==> src/fifo_cfg_pkg.sv <==
// fifo geometry and flag thresholds, referenced by scoped names from rtl and testbench
`default_nettype none

package fifo_cfg_pkg;

   // --------------------
   // geometry
   // --------------------
   localparam int DATA_W = 8;       // data word width
   localparam int DEPTH  = 16;      // number of entries
   localparam int ADDR_W = 4;       // pointer width, log2 of DEPTH
   localparam int CNT_W  = ADDR_W + 1;   // holds 0 through DEPTH

   // pointer and level values at the top of the range
   localparam logic [ADDR_W-1:0] ADDR_LAST = ADDR_W'(DEPTH - 1);   // last slot, wraps after
   localparam logic [CNT_W-1:0]  LVL_FULL  = CNT_W'(DEPTH);        // level when full

   // --------------------
   // thresholds
   // --------------------
   // almost full holds at or above this level
   localparam logic [CNT_W-1:0] AFULL_VAL  = CNT_W'(14);
   // almost empty holds at or below this level
   localparam logic [CNT_W-1:0] AEMPTY_VAL = CNT_W'(2);

endpackage

`default_nettype wire

==> src/fifo_state_pkg.sv <==
// state codes of the fifo flag state machine, shared by the fsm and the bound checks
`default_nettype none

package fifo_state_pkg;

   // --------------------
   // flag fsm encoding
   // --------------------
   localparam int ST_W = 2;   // state register width

   localparam logic [ST_W-1:0] ST_EMPTY   = 2'd0;   // no words stored
   localparam logic [ST_W-1:0] ST_PARTIAL = 2'd1;   // 1 .. DEPTH-1 words
   localparam logic [ST_W-1:0] ST_FULL    = 2'd2;   // DEPTH words, writes refused

   // 2'd3 unused, fsm falls back to empty

endpackage

`default_nettype wire

==> src/fifo_ctrl_if.sv <==
// accepted operations and occupancy shared by the fifo flag fsm, level counter and ram
`timescale 1ns/1ps
`default_nettype none

interface fifo_ctrl_if;

   // accepted operations, gated by the fsm
   logic wr_ok;   // write taken this cycle
   logic rd_ok;   // read taken this cycle

   // occupancy, owned by the counter
   logic [fifo_cfg_pkg::CNT_W-1:0] level;        // registered count
   logic [fifo_cfg_pkg::CNT_W-1:0] level_next;   // count after the coming edge

   // --------------------
   // views
   // --------------------
   modport fsm_mp (
      output wr_ok,
      output rd_ok,
      input  level,
      input  level_next
   );

   modport cnt_mp (
      input  wr_ok,
      input  rd_ok,
      output level,
      output level_next
   );

   modport ram_mp (
      input  wr_ok,
      input  rd_ok
   );

endinterface

`default_nettype wire

==> src/fifo_flag_fsm.sv <==
// flag fsm of the sync fifo: gates we/re requests and registers status flags and strobes
`timescale 1ns/1ps
`default_nettype none

module fifo_flag_fsm (
   input  wire          pos_clk,
   input  wire          aresetn,
   input  wire          we_i,          // write request strobe
   input  wire          re_i,          // read request strobe
   fifo_ctrl_if.fsm_mp  ctrl,
   output logic         full_o,
   output logic         afull_o,
   output logic         empty_o,
   output logic         aempty_o,
   output logic         wack_o,        // write taken last edge
   output logic         dvld_o,        // rdata_o valid
   output logic         overflow_o,    // write refused while full
   output logic         underflow_o    // read refused while empty
);

   logic [fifo_state_pkg::ST_W-1:0] state;       // current occupancy class
   logic [fifo_state_pkg::ST_W-1:0] state_nxt;   // class after this edge

   // --------------------
   // request gating
   // --------------------
   // refused requests never reach the counter or the ram
   always_comb begin
      ctrl.wr_ok = we_i & (state != fifo_state_pkg::ST_FULL);
      ctrl.rd_ok = re_i & (state != fifo_state_pkg::ST_EMPTY);
   end

   // --------------------
   // next state
   // --------------------
   // level_next already reflects the gated operations
   always_comb begin
      state_nxt = state;   // hold by default
      case (state)
         fifo_state_pkg::ST_EMPTY: begin
            if (ctrl.level_next != '0) begin
               state_nxt = fifo_state_pkg::ST_PARTIAL;   // first word in
            end
         end
         fifo_state_pkg::ST_PARTIAL: begin
            if (ctrl.level_next == '0) begin
               state_nxt = fifo_state_pkg::ST_EMPTY;     // last word out
            end else if (ctrl.level_next == fifo_cfg_pkg::LVL_FULL) begin
               state_nxt = fifo_state_pkg::ST_FULL;      // last slot taken
            end
         end
         fifo_state_pkg::ST_FULL: begin
            if (ctrl.level_next != fifo_cfg_pkg::LVL_FULL) begin
               state_nxt = fifo_state_pkg::ST_PARTIAL;   // a read freed a slot
            end
         end
         default: begin
            state_nxt = fifo_state_pkg::ST_EMPTY;        // illegal code recovers
         end
      endcase
   end

   always_ff @(posedge pos_clk or negedge aresetn) begin
      if (!aresetn) begin
         state <= fifo_state_pkg::ST_EMPTY;
      end else begin
         state <= state_nxt;
      end
   end

   // --------------------
   // status flags
   // --------------------
   // all flags follow the occupancy after this edge
   always_ff @(posedge pos_clk or negedge aresetn) begin
      if (!aresetn) begin
         full_o   <= 1'b0;
         afull_o  <= 1'b0;
         empty_o  <= 1'b1;   // idle fifo is empty
         aempty_o <= 1'b1;
      end else begin
         full_o   <= (state_nxt == fifo_state_pkg::ST_FULL);
         empty_o  <= (state_nxt == fifo_state_pkg::ST_EMPTY);
         afull_o  <= (ctrl.level_next >= fifo_cfg_pkg::AFULL_VAL);
         aempty_o <= (ctrl.level_next <= fifo_cfg_pkg::AEMPTY_VAL);
      end
   end

   // --------------------
   // strobes
   // --------------------
   // one cycle each, one cycle after the request
   always_ff @(posedge pos_clk or negedge aresetn) begin
      if (!aresetn) begin
         wack_o      <= 1'b0;
         dvld_o      <= 1'b0;
         overflow_o  <= 1'b0;
         underflow_o <= 1'b0;
      end else begin
         wack_o      <= ctrl.wr_ok;
         dvld_o      <= ctrl.rd_ok;   // matches the ram read register
         overflow_o  <= we_i & (state == fifo_state_pkg::ST_FULL);
         underflow_o <= re_i & (state == fifo_state_pkg::ST_EMPTY);
      end
   end

endmodule

`default_nettype wire

==> src/fifo_level_counter.sv <==
// occupancy counter of the sync fifo, up on an accepted write and down on an accepted read
`timescale 1ns/1ps
`default_nettype none

module fifo_level_counter (
   input  wire                              pos_clk,
   input  wire                              aresetn,
   fifo_ctrl_if.cnt_mp                      ctrl,
   output logic [fifo_cfg_pkg::CNT_W-1:0]   level_o   // words stored
);

   // --------------------
   // next value
   // --------------------
   // write and read together cancel out
   always_comb begin
      case ({ctrl.wr_ok, ctrl.rd_ok})
         2'b10:   ctrl.level_next = ctrl.level + 1'b1;   // write alone
         2'b01:   ctrl.level_next = ctrl.level - 1'b1;   // read alone
         default: ctrl.level_next = ctrl.level;          // idle or both
      endcase
   end

   // --------------------
   // count register
   // --------------------
   always_ff @(posedge pos_clk or negedge aresetn) begin
      if (!aresetn) begin
         ctrl.level <= '0;
      end else begin
         ctrl.level <= ctrl.level_next;
      end
   end

   assign level_o = ctrl.level;   // the fsm never lets it pass DEPTH

endmodule

`default_nettype wire

==> src/fifo_ram.sv <==
// storage array of the sync fifo with wrapping pointers and a registered read port
`timescale 1ns/1ps
`default_nettype none

module fifo_ram (
   input  wire                               pos_clk,
   input  wire                               aresetn,
   fifo_ctrl_if.ram_mp                       ctrl,
   input  wire  [fifo_cfg_pkg::DATA_W-1:0]   wdata_i,
   output logic [fifo_cfg_pkg::DATA_W-1:0]   rdata_o   // held until the next read
);

   logic [fifo_cfg_pkg::DATA_W-1:0] mem [fifo_cfg_pkg::DEPTH];   // word storage
   logic [fifo_cfg_pkg::ADDR_W-1:0] wr_ptr;   // next slot to write
   logic [fifo_cfg_pkg::ADDR_W-1:0] rd_ptr;   // oldest stored word

   // --------------------
   // pointers
   // --------------------
   always_ff @(posedge pos_clk or negedge aresetn) begin
      if (!aresetn) begin
         wr_ptr <= '0;
         rd_ptr <= '0;
      end else begin
         if (ctrl.wr_ok) begin
            if (wr_ptr == fifo_cfg_pkg::ADDR_LAST) begin
               wr_ptr <= '0;   // wrap at depth
            end else begin
               wr_ptr <= wr_ptr + 1'b1;
            end
         end
         if (ctrl.rd_ok) begin
            if (rd_ptr == fifo_cfg_pkg::ADDR_LAST) begin
               rd_ptr <= '0;
            end else begin
               rd_ptr <= rd_ptr + 1'b1;
            end
         end
      end
   end

   // --------------------
   // array ports
   // --------------------
   always_ff @(posedge pos_clk) begin
      if (ctrl.wr_ok) begin
         mem[wr_ptr] <= wdata_i;
      end
   end

   // read register, loads only on an accepted read
   always_ff @(posedge pos_clk) begin
      if (ctrl.rd_ok) begin
         rdata_o <= mem[rd_ptr];   // same edge as dvld
      end
   end

endmodule

`default_nettype wire

==> src/sync_fifo.sv <==
// top level of the 16 x 8 single-clock fifo, instantiate this with plain ports
`timescale 1ns/1ps
`default_nettype none

module sync_fifo (
   input  wire                               pos_clk,
   input  wire                               aresetn,
   input  wire                               we_i,        // write strobe
   input  wire                               re_i,        // read strobe
   input  wire  [fifo_cfg_pkg::DATA_W-1:0]   wdata_i,
   output logic [fifo_cfg_pkg::DATA_W-1:0]   rdata_o,
   output logic                              full_o,
   output logic                              afull_o,
   output logic                              empty_o,
   output logic                              aempty_o,
   output logic                              wack_o,
   output logic                              dvld_o,
   output logic                              overflow_o,
   output logic                              underflow_o,
   output logic [fifo_cfg_pkg::CNT_W-1:0]    level_o      // words stored
);

   // shared control between fsm, counter and ram
   fifo_ctrl_if u_ctrl_if ();

   // --------------------
   // flag fsm
   // --------------------
   fifo_flag_fsm u_flag_fsm (
      .pos_clk     (pos_clk),
      .aresetn     (aresetn),
      .we_i        (we_i),
      .re_i        (re_i),
      .ctrl        (u_ctrl_if.fsm_mp),
      .full_o      (full_o),
      .afull_o     (afull_o),
      .empty_o     (empty_o),
      .aempty_o    (aempty_o),
      .wack_o      (wack_o),
      .dvld_o      (dvld_o),
      .overflow_o  (overflow_o),
      .underflow_o (underflow_o)
   );

   // --------------------
   // occupancy
   // --------------------
   fifo_level_counter u_level_counter (
      .pos_clk (pos_clk),
      .aresetn (aresetn),
      .ctrl    (u_ctrl_if.cnt_mp),
      .level_o (level_o)
   );

   // --------------------
   // storage
   // --------------------
   fifo_ram u_ram (
      .pos_clk (pos_clk),
      .aresetn (aresetn),
      .ctrl    (u_ctrl_if.ram_mp),
      .wdata_i (wdata_i),
      .rdata_o (rdata_o)
   );

endmodule

`default_nettype wire

==> config.mk <==
export PLATFORM = sky130hd
export DESIGN_NAME = sync_fifo
export DESIGN_NICKNAME = d
export VERILOG_FILES = /design/src/fifo_cfg_pkg.sv /design/src/fifo_state_pkg.sv /design/src/fifo_ctrl_if.sv /design/src/fifo_flag_fsm.sv /design/src/fifo_level_counter.sv /design/src/fifo_ram.sv /design/src/sync_fifo.sv
export SDC_FILE = /design/constraint.sdc
export NUM_CORES = 1
export LEC_CHECK = 0
export BUFFER_PORTS_ARGS = -buffer_cell sky130_fd_sc_hd__buf_2
export CAP_MARGIN = 25
export CORE_ASPECT_RATIO = 0.75
export CORE_MARGIN = 4
export CORE_UTILIZATION = 25
export DETAILED_ROUTE_END_ITERATION = 6
export GPL_TIMING_DRIVEN = 0
export SETUP_SLACK_MARGIN = 0.05
export SYNTH_ARGS = -nofsm -noshare
export SYNTH_HDL_FRONTEND = slang
export SYNTH_SLANG_ARGS = --single-unit
==> constraint.sdc <==
create_clock -name pos_clk -period 7.3 [get_ports pos_clk]
set_input_delay 1.095 -clock pos_clk [delete_from_list [all_inputs] [get_ports pos_clk]]
set_output_delay 1.095 -clock pos_clk [all_outputs]
set_load 0.02 [all_outputs]
==> results.txt <==
CTS H-tree depth: 4
DIE HEIGHT: 146 um
Mapped Nets: 335
Setup Viol. Count Final: 0
largest family of logic cells by synthesized area: multiplexers
Post-route DRC: 0
max-cap violation count: 0
most frequent cells in the layout: 136 x edfxtp_1, 40 x mux4_2, 37 x buf_2, 21 x dfrtp_1, 17 x clkbuf_16
CP Capture Type: flip-flop
CTS Hold Bufs: 0
Initial Utilization: 25.3%
Tcrit/Tclk final: 45.5%
Clock Latency Late Sink: 420 ps
largest area contributor in the netlist: edfxtp_1
CP required: 7610 ps
gp weighted congestion: 0.773
# nets final: 393
clock sinks: 159
Peak VDD IR: 203 uV
worst relative slew slack: 45.0%
Final Hold Vio Count: 0
Final Util: 30.5%
power density over the cells: 390 mW/mm^2
post-route ant nets: 0
first-pass GRT wire length: 20.4 mm
Area growth, synth to finish: 20.5%
Worst setup SP type: primary input
setup TNS: 0 ps
vias per cell: 4.38
critical path cell sequence: buf_2, o21ai_4, inv_4, nand2_1, xnor2_1, ha_1, a2111oi_0, nor2_1, a31oi_1, xor2_1, nor3b_1
syn_area_per_cell: 20.0 um^2
core area: 0.0249 mm^2
Synth top area share: 64.7%
hold path start: u_ram.wr_ptr[3]$_DFFE_PN0P_
Port Buffers: 32
post-layout min period: 3320 ps
cell count after synthesis: 316
post-synthesis sequential area ratio: 73.9%
# rows: 50
FF+latch count, synth: 159
Reg2Reg Setup Slack: 4140 ps
unrepaired setup endpoints after global routing: no
Fillers: 2,458
CP max-delay cell: a2111oi_0
worst hold path type: reg2reg
via count of the first global-routing pass: 3,260
chip width: 191 um
Synth async-reset ratio: 14.5%
die area: 0.0279 mm^2
R2R Path End: u_flag_fsm.full_o$_DFF_PN0_
CTS Buf Count: 17
Max Freq: 301 MHz
routed wire length: 13.2 mm
register area: 0.00466 mm^2
initial antenna violation count: 1
via count: 3,177
fin. max-slew vios: 0
WHS Endpoint: u_ram.wr_ptr[3]$_DFFE_PN0P_
worst hold stages: 1
Overall Global Routing Usage: 9.95%
Pre-antenna DRT Iters: 7
Synth Area in Adders: 1.39%
Final Skew: 10.1 ps
CTS resizes: 0
Cell variety after synth: 43
antenna cells: 0
Least-Margin Pin Slew: 822 ps
area of the multi-input gates: 0.00156 mm^2
xor/xnor share of the synthesized area: 1.39%
Detailed Route Iter0 Violations: 319
worst r2r src: u_flag_fsm.state[0]$_DFF_PN0_
mapped cell area: 0.00631 mm^2
WHS: 545 ps
Compound-Gate Fraction of Synth Area: 2.68%
Leak: 0.00253 uW
FF-to-FF path depth: 11
crit-path leading delay family: compound AO/OA/AOI/OAI gates
post-detail-place hpwl: 9.00 mm
Synth Area in Simple Gates: 4.18%
Top Ports: 33
critical path fanouts, max: 9
Crit Path Class: in2reg
CTS tree: yes
prevailing post-synth register cell: edfxtp_1
most common cell after layout, fill and taps aside: edfxtp_1
post-DR wirelength/cell: 18.2 um
clk slew on worst S/H paths: 60 ps
clk buf depth: 2
# Post-CTS Setup Buffers: 0
Area contributors post-synth: edfxtp_1 65%, mux4_2 14%, dfrtp_1 8.3%
Critical Path AT: 3640 ps
multiplexer share of the synthesized area: 14.6%
share of cells above drive strength 1: 33.9%
pin count of the biggest net entering global routing: 24
WP buf/inv: 2
clock root buffer master: clkbuf_16
yosys warns: 0
gr ovfl total: 0
status: finished, final reports clean
EDFF count, synth: 136
largest stage delay on the critical path: 490 ps
## where the power goes
part / internal [uW] / switching (uW)
clock network: 578 / 362
logic: 359 / 473
registers: 1130 / 54.9
## sequential cells by signal (all words and copies together), names as in the netlist
signal,cells
u_flag_fsm.aempty_o,1
u_flag_fsm.afull_o,1
u_flag_fsm.dvld_o,1
u_flag_fsm.empty_o,1
u_flag_fsm.full_o,1
u_flag_fsm.overflow_o,1
u_flag_fsm.state,2
u_flag_fsm.underflow_o,1
u_flag_fsm.wack_o,1
u_level_counter.ctrl.level,5
u_ram.mem,128
u_ram.rd_ptr,4
u_ram.rdata_o,8
u_ram.wr_ptr,4
## how the worst max path moves through the flow
stage	start	slack, ps	cells after the start	endpoint
6_report	re_i	3980	11	u_flag_fsm.full_o$_DFF_PN0_
5_1_grt	re_i	3780	11	u_flag_fsm.full_o$_DFF_PN0_
4_1_cts	re_i	4040	11	u_flag_fsm.full_o$_DFF_PN0_
3_5_place_dp	re_i	3620	11	u_flag_fsm.full_o$_DFF_PN0_
3_3_place_gp	we_i	3730	3	u_ram.mem[0][0]$_DFFE_PP_
2_1_floorplan	re_i	4260	11	u_flag_fsm.state[0]$_DFF_PN0_
## cells by family after synthesis
kind of cell,after synthesis
muxes,42
adders and majority gates,7
xor gates and xnor gates,10
buffers and inverters,26
and+or+nand+nor,49
AOI/OAI and AO/OA,23
DFF,159
## cells in the mapped netlist (2+ instances only)
master,n
dfrtp_1,21
mux4_2,40
buf_2,3
nand3_1,5
a21oi_1,4
xnor2_1,9
a2111oi_0,2
nand2_1,13
nor2_1,6
inv_1,10
nand4_1,2
nor4_1,5
o21ai_0,6
edfxtp_1,136
nor3_1,4
nor3b_1,4
and2_1,4
ha_1,7
o41ai_1,2
dfstp_2,2
clkbuf_1,8
buf_6,2
## layer usage
layer,vias up,GRT usage [%],wire length (um),part of all wire [%]
li1,1392,-,-,-
met1,1666,13.7,6040,46
met2,99,14.9,6130,46
met3,18,3.02,828,6.3
met4,2,3.66,225,1.7
met5,-,0,7,0.053
## final cells by class
class                           instances  area share, %
Tap cell                              338           5.56
Buffer                                 14          0.938
Inverter                               12          0.625
Sequential cell                       159           61.3
Multi-Input combinational cell        131           20.5
Clock inverter                         14           2.67
Timing Repair Buffer                   39           2.73
Clock buffer                           18           5.64
## stage by stage
step                instance area, um^2  std cells  setup slack [ps]  power [uW]
detailed placement                 6970        693              3620        2050
CTS                                7600        725              4040        2990
finish                             7600        725              3980        2960
global placement                   6890        686              3730        2010
global route                       7600        725              3780        3100
floorplan                          6310        316              4260        1780
Note: power is estimated with default switching activity, not from simulation.
